$ cat src/common/rl_trace_pkg.sv
// latency trace widths, opcode/response/class enums and the packet, launch and record structs
`default_nettype none

package rl_trace_pkg;

  // destination coordinate widths inside the mesh
  localparam int cord_x_width = 6;
  localparam int cord_y_width = 5;

  // register file addressing
  localparam int reg_id_width = 5;
  localparam int num_regs     = 32;

  // global cycle counter and latency width
  localparam int cycle_width  = 32;

  // opcode of a packet leaving the tile
  typedef enum logic [1:0] {
    op_store = 2'b00,
    op_sw    = 2'b01,
    op_load  = 2'b10,
    op_amo   = 2'b11
  } pkt_op_e;

  // type of a returning load response
  typedef enum logic [1:0] {
    ret_int    = 2'b00,
    ret_float  = 2'b01,
    ret_ifetch = 2'b10
  } ret_type_e;

  // request class, also the row index of the launch table
  typedef enum logic [1:0] {
    rc_int    = 2'b00,
    rc_float  = 2'b01,
    rc_write  = 2'b10,
    rc_icache = 2'b11
  } req_class_e;

  // fields of an outgoing packet the tracer looks at
  typedef struct packed {
    pkt_op_e                 op;
    logic [reg_id_width-1:0] reg_id;
    logic [cord_x_width-1:0] dest_x;
    logic [cord_y_width-1:0] dest_y;
    logic                    icache_fetch;
    logic                    float_wb;
  } out_pkt_s;

  // launch event, also the stored table entry
  typedef struct packed {
    req_class_e              cls;
    logic [reg_id_width-1:0] reg_id;
    logic [cycle_width-1:0]  start;
    logic [cord_x_width-1:0] dest_x;
    logic [cord_y_width-1:0] dest_y;
  } launch_s;

  // accepted load response
  typedef struct packed {
    ret_type_e               ret_type;
    logic [reg_id_width-1:0] reg_id;
  } resp_s;

  // one completed request
  typedef struct packed {
    req_class_e              cls;
    logic [cycle_width-1:0]  start;
    logic [cycle_width-1:0]  finish;
    logic [cord_x_width-1:0] dest_x;
    logic [cord_y_width-1:0] dest_y;
    logic [cycle_width-1:0]  latency;
  } lat_record_s;

endpackage

`default_nettype wire

$ cat src/latency_trace/resp_match.sv
// resp_match: maps responses and credits onto table entries and registers the latency record
`timescale 1ns/1ps
`default_nettype none

module resp_match (
  input  wire logic                                    clk_i
  , input  wire logic                                  reset_i

  // load response coming back
  , input  wire logic                                  resp_v_i
  , input  wire logic                                  resp_yumi_i
  , input  rl_trace_pkg::resp_s                        resp_i

  // write acknowledge
  , input  wire logic                                  credit_v_i
  , input  wire logic [rl_trace_pkg::reg_id_width-1:0] credit_reg_id_i

  , input  wire logic                                  trace_en_i
  , input  wire logic [rl_trace_pkg::cycle_width-1:0]  cycle_i

  // table lookup
  , output rl_trace_pkg::req_class_e                   rd_cls_o
  , output logic [rl_trace_pkg::reg_id_width-1:0]      rd_reg_id_o
  , input  rl_trace_pkg::launch_s                      rd_entry_i

  // latency record, one cycle after acceptance
  , output logic                                       rec_v_o
  , output rl_trace_pkg::lat_record_s                  rec_o
);

  import rl_trace_pkg::*;

  logic resp_acc;
  logic credit_only;
  logic ret_known;
  logic rec_hit;

  lat_record_s rec_n;

  assign resp_acc = resp_v_i & resp_yumi_i;

  // a credit alongside a pending response is not traced
  assign credit_only = credit_v_i & ~resp_v_i;

  // response type selects the class row, a lone credit looks up the write row
  always_comb begin
    rd_cls_o  = rc_write;
    ret_known = 1'b1;
    if (resp_acc) begin
      case (resp_i.ret_type)
        ret_int:    rd_cls_o = rc_int;
        ret_float:  rd_cls_o = rc_float;
        ret_ifetch: rd_cls_o = rc_icache;
        default: begin
          rd_cls_o  = rc_int;
          ret_known = 1'b0;
        end
      endcase
    end
  end

  assign rd_reg_id_o = resp_acc ? resp_i.reg_id : credit_reg_id_i;

  assign rec_hit = trace_en_i & ((resp_acc & ret_known) | credit_only);

  assign rec_n = '{
    cls     : rd_cls_o,
    start   : rd_entry_i.start,
    finish  : cycle_i,
    dest_x  : rd_entry_i.dest_x,
    dest_y  : rd_entry_i.dest_y,
    latency : cycle_i - rd_entry_i.start
  };

  always_ff @(posedge clk_i) begin
    if (reset_i) begin
      rec_v_o <= 1'b0;
    end else begin
      rec_v_o <= rec_hit;
    end
  end

  always_ff @(posedge clk_i) begin
    if (rec_hit) begin
      rec_o <= rec_n;
    end
  end

endmodule

`default_nettype wire

$ cat config.mk
export PLATFORM = sky130hd
export DESIGN_NAME = resp_match
export DESIGN_NICKNAME = d
export VERILOG_FILES = /design/src/common/rl_trace_pkg.sv /design/src/latency_trace/resp_match.sv
export SDC_FILE = /design/constraint.sdc
export NUM_CORES = 1
export LEC_CHECK = 0
export BUFFER_PORTS_ARGS = -buffer_cell sky130_fd_sc_hd__clkbuf_2
export CAP_MARGIN = 25
export CORE_MARGIN = 3
export CORE_UTILIZATION = 23
export CTS_BUF_LIST = sky130_fd_sc_hd__clkbuf_4 sky130_fd_sc_hd__clkbuf_8
export CTS_CLUSTER_DIAMETER = 200
export DETAILED_ROUTE_END_ITERATION = 7
export SKIP_CTS_REPAIR_TIMING = 1
export SYNTH_ARGS = -nofsm -noshare
export SYNTH_HDL_FRONTEND = slang
export SYNTH_SLANG_ARGS = --single-unit
export TNS_END_PERCENT = 50
$ cat constraint.sdc
create_clock -name clk_i -period 6.1 [get_ports clk_i]
set_input_delay 0 -clock clk_i [delete_from_list [all_inputs] [get_ports clk_i]]
set_output_delay 0 -clock clk_i [all_outputs]
set_load 0.02 [all_outputs]
Word-level counts from Yosys, hierarchy flattened --
Cells that the tools add are included.
Operators by class: add/subtract/negate cells 1, equality and inequality tests 2, multiplexer cells 5, bitwise logic cells 6, reduce and logical (&&, ||, !) cells 2
Operators by type and width (count):
- 32-bit subtractor | 1
- 5-bit two-way mux | 1
- 1-bit bitwise AND | 4
- 2-bit one-hot mux with 2 select lines | 1
- 3-bit OR reduction | 1
- 2-bit by 1-bit equality test with 1-bit output (second input constant) | 1
- 2-bit equality test (second input constant) | 1
- 2-bit zero test | 1
- 1-bit two-way mux | 2
- 2-bit two-way mux | 1
- 1-bit inverter | 1
- 1-bit bitwise OR | 1
Storage, ports and cells: register bits 110, bits of input ports 100

Depth between registers and ports, before layout --
word-level depth 7, gate-level depth with buffers 10, gate-level depth less buffers 10

Least setup slack after synthesis --
No wires, ideal clock.
path type input -> register, start point in resp_v_i, end point reg rec_o[0] (netlist name), enable pin, library setup time 481 ps, arrival time 2840 ps, data required time 5619 ps, slack 2779 ps, stages on the path 3, path buffers 0, cell sequence nand2_1 -> o22ai_1 -> and2_1
On the way: longest elaborated chain between the ends 5, elaborated cells between the ends (all ways) 7
RTL lines:
- from (decl) | RTL line resp_match.sv:10 | , input wire logic resp_v_i
- 1-bit bitwise AND | RTL line resp_match.sv:40 | assign resp_acc = resp_v_i & resp_yumi_i;
- 1-bit two-way mux | RTL line resp_match.sv:49 | if (resp_acc) begin
- 1-bit bitwise AND | RTL line resp_match.sv:64 | assign rec_hit = trace_en_i & ((resp_acc & ret_known) | credit_only);
- 1-bit bitwise OR (*) | RTL line resp_match.sv:64
- 1-bit bitwise AND (*) | RTL line resp_match.sv:64
- named net rec_hit | RTL line resp_match.sv:36 | logic rec_hit;
- to (signal assigned) | RTL line resp_match.sv:85 | rec_o <= rec_n;
- to (decl) | RTL line resp_match.sv:28 | , output rl_trace_pkg::lat_record_s rec_o
The timed path passes the listed nets; every way through them passes the cells marked *. A chain may end at the register's enable or synchronous reset.

==> impl_metrics.env <==
export IMPL_status="finished clean"
export IMPL_yosys_top_cells_count="edfxtp_1, inv_1, ha_1"
export IMPL_drc=0
export IMPL_finalSetupTns_ns=0
export IMPL_setup_viol=0
export IMPL_die_y_um=157
export IMPL_gp_congestion=0.782
export IMPL_final_util=0.341
export IMPL_via_per_inst=4.26
export IMPL_clock_path_buffers=2
export IMPL_power_density_nw_per_um2=242
export IMPL_cts_htree_levels=3
export IMPL_grt_ovfl_total=0
export IMPL_syn_to_final_growth_pct=44.0
export IMPL_wl_mm=14.8
export IMPL_drtAntennaViolNets=0
export IMPL_cp_arrival_ns=3.06
export IMPL_root_buffer="clkbuf_8"
export IMPL_ir_drop_mv=0.116
export IMPL_tightest_slew_ns=0.848
export IMPL_synth_area_leaders="edfxtp_1, ha_1, inv_1"
export IMPL_yosys_area_top_type_share=0.623
export IMPL_synthesis_area_um2=5250
export IMPL_cts_clk_slew_worst_paths_ns=0.10
export IMPL_path_cells="dlygate4sd3_1, clkbuf_2, inv_1, ha_1, fa_1, nor2b_2, o2111ai_2, a2111oi_4, nor4_4, o311ai_1, a31oi_1, xnor2_1"
export IMPL_wl_per_cell_um=15.3
export IMPL_p_leak_nw=3.29
export IMPL_slew_violations=0
export IMPL_yosysTopAreaCell="edfxtp_1"
export IMPL_synth_cells=395
export IMPL_drtPass1Iterations=4
export IMPL_nets=818
export IMPL_end_kind="register"
export IMPL_post_route_period_util=0.480
export IMPL_vias=4123
export IMPL_rows=54
export IMPL_rsz0062_at_grt="false"
export IMPL_cts_sinks=110
export IMPL_die_area_um2=24700
export IMPL_track_usage=0.110
export IMPL_max_freq_ghz=0.341
export IMPL_grt_pass1_wl_mm=20.6
export IMPL_cts_buffers=9
export IMPL_hold_viol_final=0
export IMPL_max_cap_viol_count=0
export IMPL_crit_path_top_delay_cell="dlygate4sd3_1"
export IMPL_ys_ff_latch=110
export IMPL_portBuffers=209
export IMPL_crit_fanout=5
export IMPL_num_io_pins=217
export IMPL_place_ws_ns=3.31
export IMPL_yosys_cell_count_top_type="edfxtp_1"
export IMPL_dr_first_iter_drc_count=202
export IMPL_timing_final_ws_setup_ns=3.17
export IMPL_die_x_um=157
export IMPL_hpwl_mm=11.0
export IMPL_grt_max_degree=66
export IMPL_startpoint_type="primary input"
export IMPL_core_area_um2=22200
export IMPL_post_route_min_period_ns=2.93
export IMPL_synth_avg_cell_area_um2=13.3
export IMPL_ys_warn_count=0
export IMPL_max_slew_margin_rel=0.435
export IMPL_cts_tree="built"
export IMPL_async_flop_share=0
export IMPL_initial_utilization=0.237
export IMPL_antenna_found_initial=0
export IMPL_ys_flop_type="edfxtp_1"
export IMPL_hold_class="primary input to register"
export IMPL_antennaDiodeCount=0
export IMPL_synth_edff_count=109
export IMPL_yosysSeqAreaShare=0.627
export IMPL_ys_types=52
export IMPL_layout_drive_gt1_share=0.352
export IMPL_grt_pass1_vias=3821
export IMPL_crit_required_ns=6.23
export IMPL_path_class="primary input to register"
export IMPL_cp_slowest_stage_delay_ns=0.52
export IMPL_synth_nets=529
[worst max-delay path, delay by kind of cell]
kind	cells	cell delay (ns)
AND/OR/NAND/NOR	2	0.32
AO/OA/AOI/OAI	4	1.27
adder cells (fa/ha/maj)	2	0.63
XOR/XNOR	1	0.16
buffers and inverters	3	0.67
[cell type report]
cell class                 instances  area, um2
multi-input combinational        237       1770
timing repair buffer             286       1810
clock buffer                      11        139
sequential                       110       3290
clock inverter                     4       48.8
inverter                          40        150
fill                            2238      14600
tap                              280        350
[layer usage]
| metal | global-route usage | vias up | wire (um) |
|---|---|---|---|
| met5 | 0 | - | 0 |
| met2 | 0.188 | 122 | 7550 |
| met3 | 0.0234 | 20 | 674 |
| met4 | 0.0579 | 0 | 384 |
| met1 | 0.130 | 1949 | 6160 |
| li1 | - | 2032 | - |
[report_power, final]
| part | internal [W] | switching [W] | leakage, nW |
|---|---|---|---|
| Sequential | 0.000911 | 0.0000155 | 1.02 |
| Combinational | 0.000179 | 0.000272 | 2.17 |
| Clock | 0.000197 | 0.000255 | 0.100 |
| Total | 0.00129 | 0.000543 | 3.29 |
[metrics by stage]
stage	cell area, um2	std cells	hold WS (ns)	power, W
final	7560	968	0.0326	0.00183
after global routing	7560	968	0.0414	0.00193
after CTS	6800	892	-0.278	0.00182
after detailed placement	6610	877	0.162	0.00136
after global placement	6610	877	0.158	0.00135
after floorplan	5250	395	0.0716	0.00121
[state kept, by name, indices dropped and copies added, names as in the netlist]
signal   flops
rec_o      109
rec_v_o      1
[layout by cell type (no fill, tap or decap), types with 10 or more instances in the layout]
master,netlist,layout
clkbuf_2,0,209
edfxtp_1,109,109
dlygate4sd3_1,0,76
inv_1,40,40
ha_1,33,33
a21oi_1,28,28
nand2_1,27,27
xnor2_1,16,16
nor2_1,14,14
xor2_1,12,12
o21ai_0,11,11
a21o_1,10,10
[cell families after synthesis]
kind of cell               synth area share
muxes                                0.0107
AOI/OAI and AO/OA                     0.116
xor gates and xnor gates             0.0467
adders and majority gates            0.0824
DFF                                   0.627
buffers and inverters                0.0372
and+or+nand+nor                      0.0805
[worst paths after layout]
path                         end  startpoint  depth (start not counted)
worst max-delay path   rec_o[28]  cycle_i[0]                         12
worst min-delay path  rec_o[107]   resp_i[6]                          3
Note: power is estimated with default switching activity, not from simulation.
