### src/common/rl_trace_pkg.sv
// latency trace widths, opcode/response/class enums and the packet, launch and record structs
`default_nettype none

package rl_trace_pkg;

  // destination coordinate widths inside the mesh
  localparam int cord_x_width = 6;
  localparam int cord_y_width = 5;

  // register file addressing
  localparam int reg_id_width = 5;
  localparam int num_regs     = 32;

  // global cycle counter and latency width
  localparam int cycle_width  = 32;

  // opcode of a packet leaving the tile
  typedef enum logic [1:0] {
    op_store = 2'b00,
    op_sw    = 2'b01,
    op_load  = 2'b10,
    op_amo   = 2'b11
  } pkt_op_e;

  // type of a returning load response
  typedef enum logic [1:0] {
    ret_int    = 2'b00,
    ret_float  = 2'b01,
    ret_ifetch = 2'b10
  } ret_type_e;

  // request class, also the row index of the launch table
  typedef enum logic [1:0] {
    rc_int    = 2'b00,
    rc_float  = 2'b01,
    rc_write  = 2'b10,
    rc_icache = 2'b11
  } req_class_e;

  // fields of an outgoing packet the tracer looks at
  typedef struct packed {
    pkt_op_e                 op;
    logic [reg_id_width-1:0] reg_id;
    logic [cord_x_width-1:0] dest_x;
    logic [cord_y_width-1:0] dest_y;
    logic                    icache_fetch;
    logic                    float_wb;
  } out_pkt_s;

  // launch event, also the stored table entry
  typedef struct packed {
    req_class_e              cls;
    logic [reg_id_width-1:0] reg_id;
    logic [cycle_width-1:0]  start;
    logic [cord_x_width-1:0] dest_x;
    logic [cord_y_width-1:0] dest_y;
  } launch_s;

  // accepted load response
  typedef struct packed {
    ret_type_e               ret_type;
    logic [reg_id_width-1:0] reg_id;
  } resp_s;

  // one completed request
  typedef struct packed {
    req_class_e              cls;
    logic [cycle_width-1:0]  start;
    logic [cycle_width-1:0]  finish;
    logic [cord_x_width-1:0] dest_x;
    logic [cord_y_width-1:0] dest_y;
    logic [cycle_width-1:0]  latency;
  } lat_record_s;

endpackage

`default_nettype wire

### src/verilog/latency_stats.sv
// latency_stats: per-class request count, latency sum and latency max with selectable readout
`timescale 1ns/1ps
`default_nettype none

module latency_stats #(
  parameter int stat_width_p = 32
) (
  input  wire logic                                   clk_i
  , input  wire logic                                 reset_i

  // incoming latency records
  , input  wire logic                                 rec_v_i
  , input  rl_trace_pkg::lat_record_s                 rec_i

  // readout
  , input  rl_trace_pkg::req_class_e                  stat_sel_i
  , output logic [stat_width_p-1:0]                   stat_count_o
  , output logic [stat_width_p-1:0]                   stat_sum_o
  , output logic [rl_trace_pkg::cycle_width-1:0]      stat_max_o
);

  import rl_trace_pkg::*;

  localparam int num_cls_lp = 4;

  // wide enough for the sum plus one carry bit
  localparam int sum_w_lp = ((stat_width_p > cycle_width) ? stat_width_p : cycle_width) + 1;

  logic [num_cls_lp-1:0][stat_width_p-1:0] count_r;
  logic [num_cls_lp-1:0][stat_width_p-1:0] sum_r;
  logic [num_cls_lp-1:0][cycle_width-1:0]  max_r;

  logic [stat_width_p-1:0] count_cur;
  logic [stat_width_p-1:0] sum_cur;
  logic [cycle_width-1:0]  max_cur;
  logic [stat_width_p-1:0] count_nxt;
  logic [stat_width_p-1:0] sum_nxt;
  logic [cycle_width-1:0]  max_nxt;
  logic [sum_w_lp-1:0]     sum_wide;
  logic [sum_w_lp-1:0]     sat_lim;

  assign count_cur = count_r[rec_i.cls];
  assign sum_cur   = sum_r[rec_i.cls];
  assign max_cur   = max_r[rec_i.cls];

  assign sat_lim  = sum_w_lp'({stat_width_p{1'b1}});
  assign sum_wide = sum_w_lp'(sum_cur) + sum_w_lp'(rec_i.latency);

  // count and sum stick at all ones
  always_comb begin
    count_nxt = (count_cur == {stat_width_p{1'b1}}) ? count_cur : count_cur + 1'b1;
    sum_nxt   = (sum_wide > sat_lim) ? {stat_width_p{1'b1}} : sum_wide[stat_width_p-1:0];
    max_nxt   = (rec_i.latency > max_cur) ? rec_i.latency : max_cur;
  end

  always_ff @(posedge clk_i) begin
    if (reset_i) begin
      count_r <= '0;
      sum_r   <= '0;
      max_r   <= '0;
    end else if (rec_v_i) begin
      count_r[rec_i.cls] <= count_nxt;
      sum_r[rec_i.cls]   <= sum_nxt;
      max_r[rec_i.cls]   <= max_nxt;
    end
  end

  assign stat_count_o = count_r[stat_sel_i];
  assign stat_sum_o   = sum_r[stat_sel_i];
  assign stat_max_o   = max_r[stat_sel_i];

endmodule

`default_nettype wire

### config.mk
export PLATFORM = sky130hd
export DESIGN_NAME = latency_stats
export DESIGN_NICKNAME = d
export VERILOG_FILES = /design/src/common/rl_trace_pkg.sv /design/src/verilog/latency_stats.sv
export SDC_FILE = /design/constraint.sdc
export NUM_CORES = 1
export LEC_CHECK = 0
export BUFFER_PORTS_ARGS = -buffer_cell sky130_fd_sc_hd__buf_4
export CORE_MARGIN = 5
export CORE_UTILIZATION = 29
export DETAILED_ROUTE_END_ITERATION = 12
export RECOVER_POWER = 25
export SLEW_MARGIN = 25
export SYNTH_ARGS = -nofsm -noshare
export SYNTH_HDL_FRONTEND = slang
export SYNTH_SLANG_ARGS = --single-unit
### constraint.sdc
create_clock -name clk_i -period 11.71 [get_ports clk_i]
set_input_delay 2.342 -clock clk_i [delete_from_list [all_inputs] [get_ports clk_i]]
set_output_delay 2.342 -clock clk_i [all_outputs]
set_load 0.02 [all_outputs]
---- Word-level counts from Yosys, hierarchy flattened ----
Cells that the tools add are included.
word-level totals
  register bits after elaboration ......... 384
  bits in latches ......................... 0
  RAM bits ................................ 0
  memory bits (read-only) ................. 0
  bits of input ports ..................... 114
  output and inout port bits .............. 96
  word-level logic and storage cells ...... 41
  memories kept ........................... 0
cells by class
  $add $sub $neg .......................... 2
  multiply operators ...................... 0
  div/mod/pow operators ................... 0
  order comparisons ....................... 5
  equality and inequality tests ........... 1
  shifts and indexed selects .............. 0
  multiplexer cells ....................... 20
  bitwise operators ....................... 0
  reductions and logical operators ........ 1
operators by type and width
  cell                                                                                  number
  32-bit binary-select mux with 2-bit select                                            6
  128-bit bitwise mux                                                                   3
  32-bit 2-to-1 mux                                                                     10
  32-bit demux with 2-bit select                                                        1
  32-bit by 32-bit adder with 33-bit output                                             1
  33-bit by 32-bit greater-than comparator with 1-bit output (second input constant)    1
  32-bit by 1-bit adder with 32-bit output (second input constant)                      1
  32-bit == test (second input constant)                                                1
  32-bit greater-than comparator                                                        1
  2-bit by 3-bit less-than comparator with 1-bit output (second input constant)         2
  2-bit by 1-bit greater-or-equal comparator with 1-bit output (second input constant)  1
  1-bit logical AND                                                                     1

---- Longest topological paths before layout ----
Gate-level depths: netlist (run 1).
  word-level depth ........................ 6
  gate-level depth with buffers ........... 17
  mapped depth without buffers ............ 12

---- Worst setup path before layout (run 1) ----
Ideal clock, no wire load.
  path kind ............................... input to output
  start point ............................. input port stat_sel_i[0]
  end point ............................... output port stat_max_o[10] in the netlist's numbering
  arrival ................................. 4.218 ns
  required time ........................... 9.368 ns
  path slack .............................. 5.150 ns
  stages on the path ...................... 4
  buffers on the path ..................... 3
  cell sequence ........................... clkbuf_1 -> buf_1 -> buf_1 -> mux4_2
on the way
  longest elaborated chain between the ends .. 2
ends and longest elaborated chain
  item                                        RTL line             source
  start: declaration                          latency_stats.sv:16  , input rl_trace_pkg::req_class_e stat_sel_i
  32-bit binary-select mux with 2-bit select  latency_stats.sv:70  assign stat_max_o = max_r[stat_sel_i];
  32-bit 2-to-1 mux (implied by the code)     latency_stats.sv:70
  end: declaration                            latency_stats.sv:19  , output logic [rl_trace_pkg::cycle_width-1:0] stat_max_o
No other way between the ends. The select of a mux whose other input is x is not followed.

---- Worst setup path in the final report (run 1) ----
  start point ............................. input port rec_i[108] in the netlist's numbering
  end point ............................... register count_r[69] in the netlist's numbering
on the way
  longest elaborated chain between the ends .. 5
  elaborated cells between the ends (all ways) .. 11
  those cells by class .................... add/sub (1); order compare (2); eq/ne (1); mux (6); reduce/logical (1)
ends and longest elaborated chain
  item                                                                                 RTL line                                  source
  start: declaration                                                                   latency_stats.sv:13                       , input rl_trace_pkg::lat_record_s rec_i
  32-bit binary-select mux with 2-bit select (tied with other cells)                   latency_stats.sv:42                       assign count_cur = count_r[rec_i.cls];
  32-bit 2-to-1 mux (implied by the code) / 1-bit logical AND (equally long branches)  latency_stats.sv:42, latency_stats.sv:62
  32-bit by 1-bit adder with 32-bit output (tied with other cells)                     latency_stats.sv:51                       count_nxt = (count_cur == {stat_width_p{1'b1}}) ? count_cur : count_cur + 1'b1;
  32-bit 2-to-1 mux / 32-bit demux with 2-bit select (equally long branches)           latency_stats.sv:51, latency_stats.sv:62
  128-bit bitwise mux *                                                                latency_stats.sv:62                       count_r[rec_i.cls] <= count_nxt;
  end signal: indexed assignment                                                       latency_stats.sv:62
  end: declaration                                                                     latency_stats.sv:29                       logic [num_cls_lp-1:0][stat_width_p-1:0] count_r;
Mark *: on every way between the ends. The rest lies on a longest branch, timed or not. The select of a mux whose other input is x is not followed.
A chain may end at the register's enable or synchronous reset.

==> results of run 1 <==
## power by group through the flow
| stage | sequential (mW) | clock (mW) | combinational, mW |
|---|---|---|---|
| 3_3_place_gp | 1.44 | 0 | 0.619 |
| 6_report | 1.42 | 1.42 | 0.632 |
| 2_1_floorplan | 1.44 | 0 | 0.452 |
| 5_1_grt | 1.43 | 1.51 | 0.692 |
| 3_5_place_dp | 1.45 | 0 | 0.630 |
| 4_1_cts | 1.42 | 1.45 | 0.634 |
## through the flow
stage	total power [mW]	utilization [%]	hold slack, ns	cell area, um2
floorplan	1.888	-	0.4429	21010
global placement	2.062	31.65	0.4503	22660
detailed placement	2.081	31.69	0.4688	22690
CTS	3.508	33.75	0.4773	24170
global route	3.629	33.78	0.5045	24190
finish	3.473	33.78	0.4736	24190
## cell type report
class	count	area share, %
well taps	950	4.913
multi-input cells	1510	51.30
clock buffers	65	5.332
clock inverters	13	0.7706
repair buffers	155	5.156
inverters	48	0.7448
flip-flops and latches	384	31.78
diodes	1	0.01034
## flip-flops by register name, summed over array words and instances (netlist names)
name     cells
count_r    128
max_r      128
sum_r      128
## how the worst max path moves through the flow
stage | startpoint | end | slack (ns) | cells after the start
after floorplan | stat_sel_i[0] | stat_max_o[10] | 5.15 | 4
after detailed placement | rec_i[107] | sum_r[55] | 3.94 | 14
after global placement | rec_i[107] | sum_r[83] | 3.99 | 14
final | rec_i[108] | count_r[69] | 3.53 | 11
after global routing | rec_i[108] | count_r[41] | 2.93 | 11
after CTS | rec_i[107] | sum_r[55] | 4.51 | 14
## kinds of logic (layout without fill, tap and decap cells)
logic type               Yosys count  count (layout)  synth area share, %
AO/OA/AOI/OAI                    498             498                16.96
XOR/XNOR                          54              54                2.323
adder cells (fa/ha/maj)           66              66                3.967
buffers and inverters            232             281                4.414
flip-flops                       384             384                36.60
multiplexers                     226             226                22.28
other                              0               1                    0
AND/OR/NAND/NOR                  666             666                13.45
## tightest hold or removal path, stage by stage, from the launching register on
cell and delay (ns):
dfxtp_1 0.32, nand2_1 0.06, a21oi_1 0.05
## per-layer routing
layer | global-route usage, % | vias up | wire length (um)
met2 | 26.82 | 593 | 30420
met5 | 0 | - | 13
met3 | 3.219 | 92 | 4445
met4 | 4.641 | 2 | 1752
li1 | - | 8051 | -
met1 | 20.66 | 8422 | 27400
## placed cells by master (no fill, tap or decap), types with 3 or more instances in the layout
cell / instances
nand3b_1: 5
buf_6: 3
inv_1: 47
and3_1: 7
buf_4: 145
o221ai_1: 3
xnor2_1: 36
nand3_1: 24
nor2b_1: 7
ha_1: 65
nand2_1: 50
nand2b_1: 8
a21o_1: 25
buf_16: 3
clkinv_2: 5
clkbuf_8: 11
bufinv_16: 4
mux2i_1: 33
and4_1: 3
o21a_1: 10
a31oi_1: 9
nor3_1: 43
xor2_1: 18
or2_2: 4
nor2_1: 474
mux4_2: 188
o21ai_0: 25
a211oi_1: 354
clkbuf_16: 44
and2_1: 3
a21oi_1: 49
dfxtp_1: 384
clkbuf_1: 12
mux4_1: 4
nand4_1: 19
o211ai_1: 5
==> impl_metrics.json, run 1 <==
{
  "slowest_stage": "clkbuf_1",
  "routed_wl_um": 64030,
  "synth.top_cell.area_share_pct": 36.60,
  "synthArstFlopShare_pct": 0,
  "multi_input_area_um2": 12410,
  "hold-path-endpoint": "count_r[98]",
  "fmax_mhz": 122.2,
  "area_growth_pct": 15.17,
  "setup_tns_ns": 0,
  "instances_no_fill": 3126,
  "dieHeight_um": 279.1,
  "io_buffers": 134,
  "pwr-share-comb_pct": 18.2,
  "place_congestion": 0.8718,
  "ys_ff_latch": 384,
  "yosysMostFrequentCell": "nor2_1",
  "detail-route-antenna-nets": 0,
  "status": "finished with violations",
  "synth_edf_count": 0,
  "yosys_warnings": 0,
  "post-place-ws_ns": 3.943,
  "mappedNetlistNets": 2306,
  "slew_violations": 55,
  "cts_root_buf": "clkbuf_16",
  "overflow": 0,
  "r2r_slack_ns": 7.34,
  "wl_per_cell_um": 20.48,
  "dieArea_um2": 77910,
  "max_slew_margin_pct": -78.04,
  "fin_crit_sh_pct": 69.88,
  "cp.arrival_ns": 8.59,
  "io_pins": 210,
  "cts_tree": "done",
  "reg2regPathDepth": 12,
  "yosys_most_used_dff": "dfxtp_1",
  "cts_setup_buffers": 0,
  "hold_path_depth": 2,
  "grt_pass1_wl_um": 99170,
  "start_kind": "input pin",
  "worstMarginPinSlew_ns": 2.671,
  "dieWidth_um": 279.1,
  "core_area_um2": 71610,
  "vias": 17160,
  "cp_cell_sequence": "buf_4 -> clkbuf_1 -> clkbuf_1 -> mux4_1 -> nand4_1 -> nor4b_1 -> nand4_1 -> nand2_1 -> nor2_1 -> xnor2_1 -> a211oi_1",
  "hold_path_class": "flop to flop",
  "min_period_ns": 8.183,
  "max-cap-violations": 2,
  "seq_area_um2": 7687,
  "initial_utilization_pct": 29.33,
  "powerDensity_nw_per_um2": 143.6,
  "cts-buffers-inserted": 43,
  "p_sw_mw": 0.9936,
  "h-tree-depth": 2,
  "crit_fanout": 30,
  "rr_startpoint": "sum_r[32]",
  "syn_area_um2": 21010,
  "min_from": "count_r[98]",
  "drc": 0,
  "nets": 2322,
  "clock_latency_ns": 0.57,
  "ctsResizeCount": 0,
  "nFillCells": 7237,
  "slowest_delay_ns": 1.97,
  "viasPerCell": 5.489,
  "avgSynthCellArea_um2": 9.880,
  "first_pass_iters": 5,
  "violations": "capacitance limit, slew limit",
  "dpl.hpwl_um": 42400,
  "setup.worst_path.class": "input pin to flop",
  "seq_power_share_pct": 41.0,
  "end_kind": "flop",
  "grt.total_usage_pct": 15.87,
  "setup_violations": 0,
  "cellLeakagePower_nw": 8.379,
  "hold_viol": 0,
  "rsz0062_at_grt": "no",
  "setup_ws_ns": 3.527,
  "synthCells": 2126,
  "synth_area_leaders": "dfxtp_1 37%, mux4_2 20%, a211oi_1 13%, nor2_1 8.5%, ha_1 3.9%",
  "internal_power_mw": 2.479,
  "dp_cells": 3045,
  "clkPwrFrac_pct": 40.8,
  "holdBufCountCts": 0,
  "synth_top_area_cell": "dfxtp_1",
  "r2r-end": "sum_r[55]",
  "cts.path.max_buffers": 3,
  "cp.buffers_inverters": 3,
  "ys_seq_area_share_pct": 36.60,
  "synth.distinct_cells": 64,
  "skew_ns": 0.02585,
  "grt_max_degree": 256,
  "path_clk_slew_ns": 0.06,
  "peakVddDrop_mv": 0.1116,
  "grt_pass1_vias": 17020,
  "placementRows": 98,
  "drive_above_1_share_pct": 19.63,
  "required_ns": 12.12,
  "drt-initial-drc-count": 1363,
  "antenna_found_initial": 2,
  "swShare_pct": 28.61,
  "critPathTopFamily": "buffers and inverters",
  "cts.sinks": 384,
  "synthTopCellsByCount": "475 x nor2_1, 384 x dfxtp_1, 354 x a211oi_1, 188 x mux4_2, 144 x clkbuf_1"
}
No activity file was read; power rests on OpenSTA's default activity.
==> run 2, diff against run 1 <==
==> constraint.sdc (replaced) <==
create_clock -name clk_i -period 6.7 [get_ports clk_i]
set_input_delay 1.34 -clock clk_i [delete_from_list [all_inputs] [get_ports clk_i]]
set_output_delay 1.34 -clock clk_i [all_outputs]
set_load 0.02 [all_outputs]
==> impl_metrics.json, run 2 (synthesis gave the netlist of run 1 again) <==
{
  "status": "finished with violations",
  "violations": "capacitance limit, slew limit",
  "nFillCells": 7295,
  "grt_pass1_wl_um": 98610,
  "dp_cells": 3049,
  "peakVddDrop_mv": 0.1659,
  "cts_setup_buffers": 0,
  "min_period_ns": 5.825,
  "vias": 17000,
  "dieArea_um2": 77910,
  "overflow": 0,
  "drt-initial-drc-count": 1354,
  "routed_wl_um": 63630,
  "layout_common_cells": "473 x nor2_1, 384 x dfxtp_1, 354 x a211oi_1",
  "required_ns": 5.36,
  "placementRows": 98,
  "max_slew_margin_pct": -24.76,
  "cts_tree": "done",
  "largestRegisters": "count_r: 128 flops, max_r: 128 flops, sum_r: 128 flops",
  "grt_max_degree": 167,
  "fmax_mhz": 171.7,
  "skew_ns": 0.03348,
  "max-cap-violations": 2,
  "dieHeight_um": 279.1,
  "cp.arrival_ns": 4.48,
  "grt_pass1_vias": 16930,
  "viasPerCell": 5.425,
  "cts.path.max_buffers": 3,
  "worstMarginPinSlew_ns": 1.871,
  "io_pins": 210,
  "crit_fanout": 41,
  "grt.total_usage_pct": 15.80,
  "first_pass_iters": 6,
  "drc": 0,
  "antenna_found_initial": 2,
  "detail-route-antenna-nets": 0,
  "rsz0062_at_grt": "no",
  "io_buffers": 134,
  "fin_crit_sh_pct": 86.94,
  "place_congestion": 0.8614,
  "cts_root_buf": "clkbuf_16",
  "clock_latency_ns": 0.59,
  "end_kind": "output port",
  "initial_utilization_pct": 29.33,
  "setup_tns_ns": 0,
  "area_growth_pct": 14.12,
  "start_kind": "input pin",
  "path_clk_slew_ns": 0.05,
  "setup_violations": 0,
  "nets": 2326,
  "cts.sinks": 384,
  "powerDensity_nw_per_um2": 254.7,
  "h-tree-depth": 2,
  "hold_path_class": "flop to flop",
  "dpl.hpwl_um": 42290,
  "instances_no_fill": 3134,
  "core_area_um2": 71610,
  "setup.worst_path.class": "input pin to output port",
  "cts-buffers-inserted": 45,
  "slew_violations": 81,
  "holdBufCountCts": 0,
  "drive_above_1_share_pct": 15.86,
  "hold_viol": 0,
  "cellLeakagePower_nw": 8.054,
  "dieWidth_um": 279.1,
  "ctsResizeCount": 0,
  "wl_per_cell_um": 20.30,
  "layout_commonest_cell": "nor2_1"
}
run 2: changes by cell type in the layout (fill, tap and decap cells not counted), moves of 3 or more:
cell,delta
clkbuf_1,+92
buf_4,-93
clkbuf_2,+3
buf_12,+6
buf_16,-3
run 2: report_power, final:
group	leakage (nW)	internal, mW	total [mW]	switching, mW
logic	4.16	0.414	1.08	0.662
clock network	0.756	1.50	2.54	1.04
registers	3.14	2.41	2.49	0.0815
run 2: metrics by stage:
stage | total power [mW] | cell area [um2] | hold slack (ns) | setup WS, ns | utilization, %
after floorplan | 3.300 | 21010 | 0.4429 | 1.483 | -
after global placement | 3.608 | 22780 | 0.4503 | 0.8742 | 31.81
after detailed placement | 3.643 | 22780 | 0.4607 | 0.8879 | 31.81
after CTS | 6.202 | 24330 | 0.4683 | 1.492 | 33.97
after global routing | 6.375 | 23970 | 0.4892 | 0.6486 | 33.47
final | 6.104 | 23970 | 0.4677 | 0.8750 | 33.47
run 2: layer usage:
metal	share of wire [%]	vias up	track usage, %
li1	-	8071	-
met1	43	8276	20.78
met2	48	553	26.57
met3	6.7	101	2.826
met4	2.8	0	4.932
met5	0	-	0
run 2: critical path, stage by stage:
cell,delay (ns)
clkbuf_2,1.30
clkbuf_2,0.88
mux4_2,0.68
clkbuf_1,0.22
run 2: layout make-up:
| class | count | area, um2 | share of cell area (%) |
|---|---|---|---|
| repair buffers | 157 | 920.9 | 3.842 |
| inverters | 48 | 180.2 | 0.7516 |
| well taps | 950 | 1189 | 4.959 |
| diodes | 2 | 5.005 | 0.02088 |
| flip-flops and latches | 384 | 7687 | 32.07 |
| clock buffers | 68 | 1333 | 5.559 |
| clock inverters | 15 | 217.7 | 0.9082 |
| multi-input cells | 1510 | 12440 | 51.89 |
run 2: worst paths after layout:
check	slack, ns	end	startpoint	depth (start not counted)
max	0.88	stat_count_o[0]	stat_sel_i[0]	4
min	0.47	count_r[34]	count_r[34]	2
max reg2reg	2.44	max_r[77]	max_r[113]	12
min reg2reg	0.47	count_r[34]	count_r[34]	2
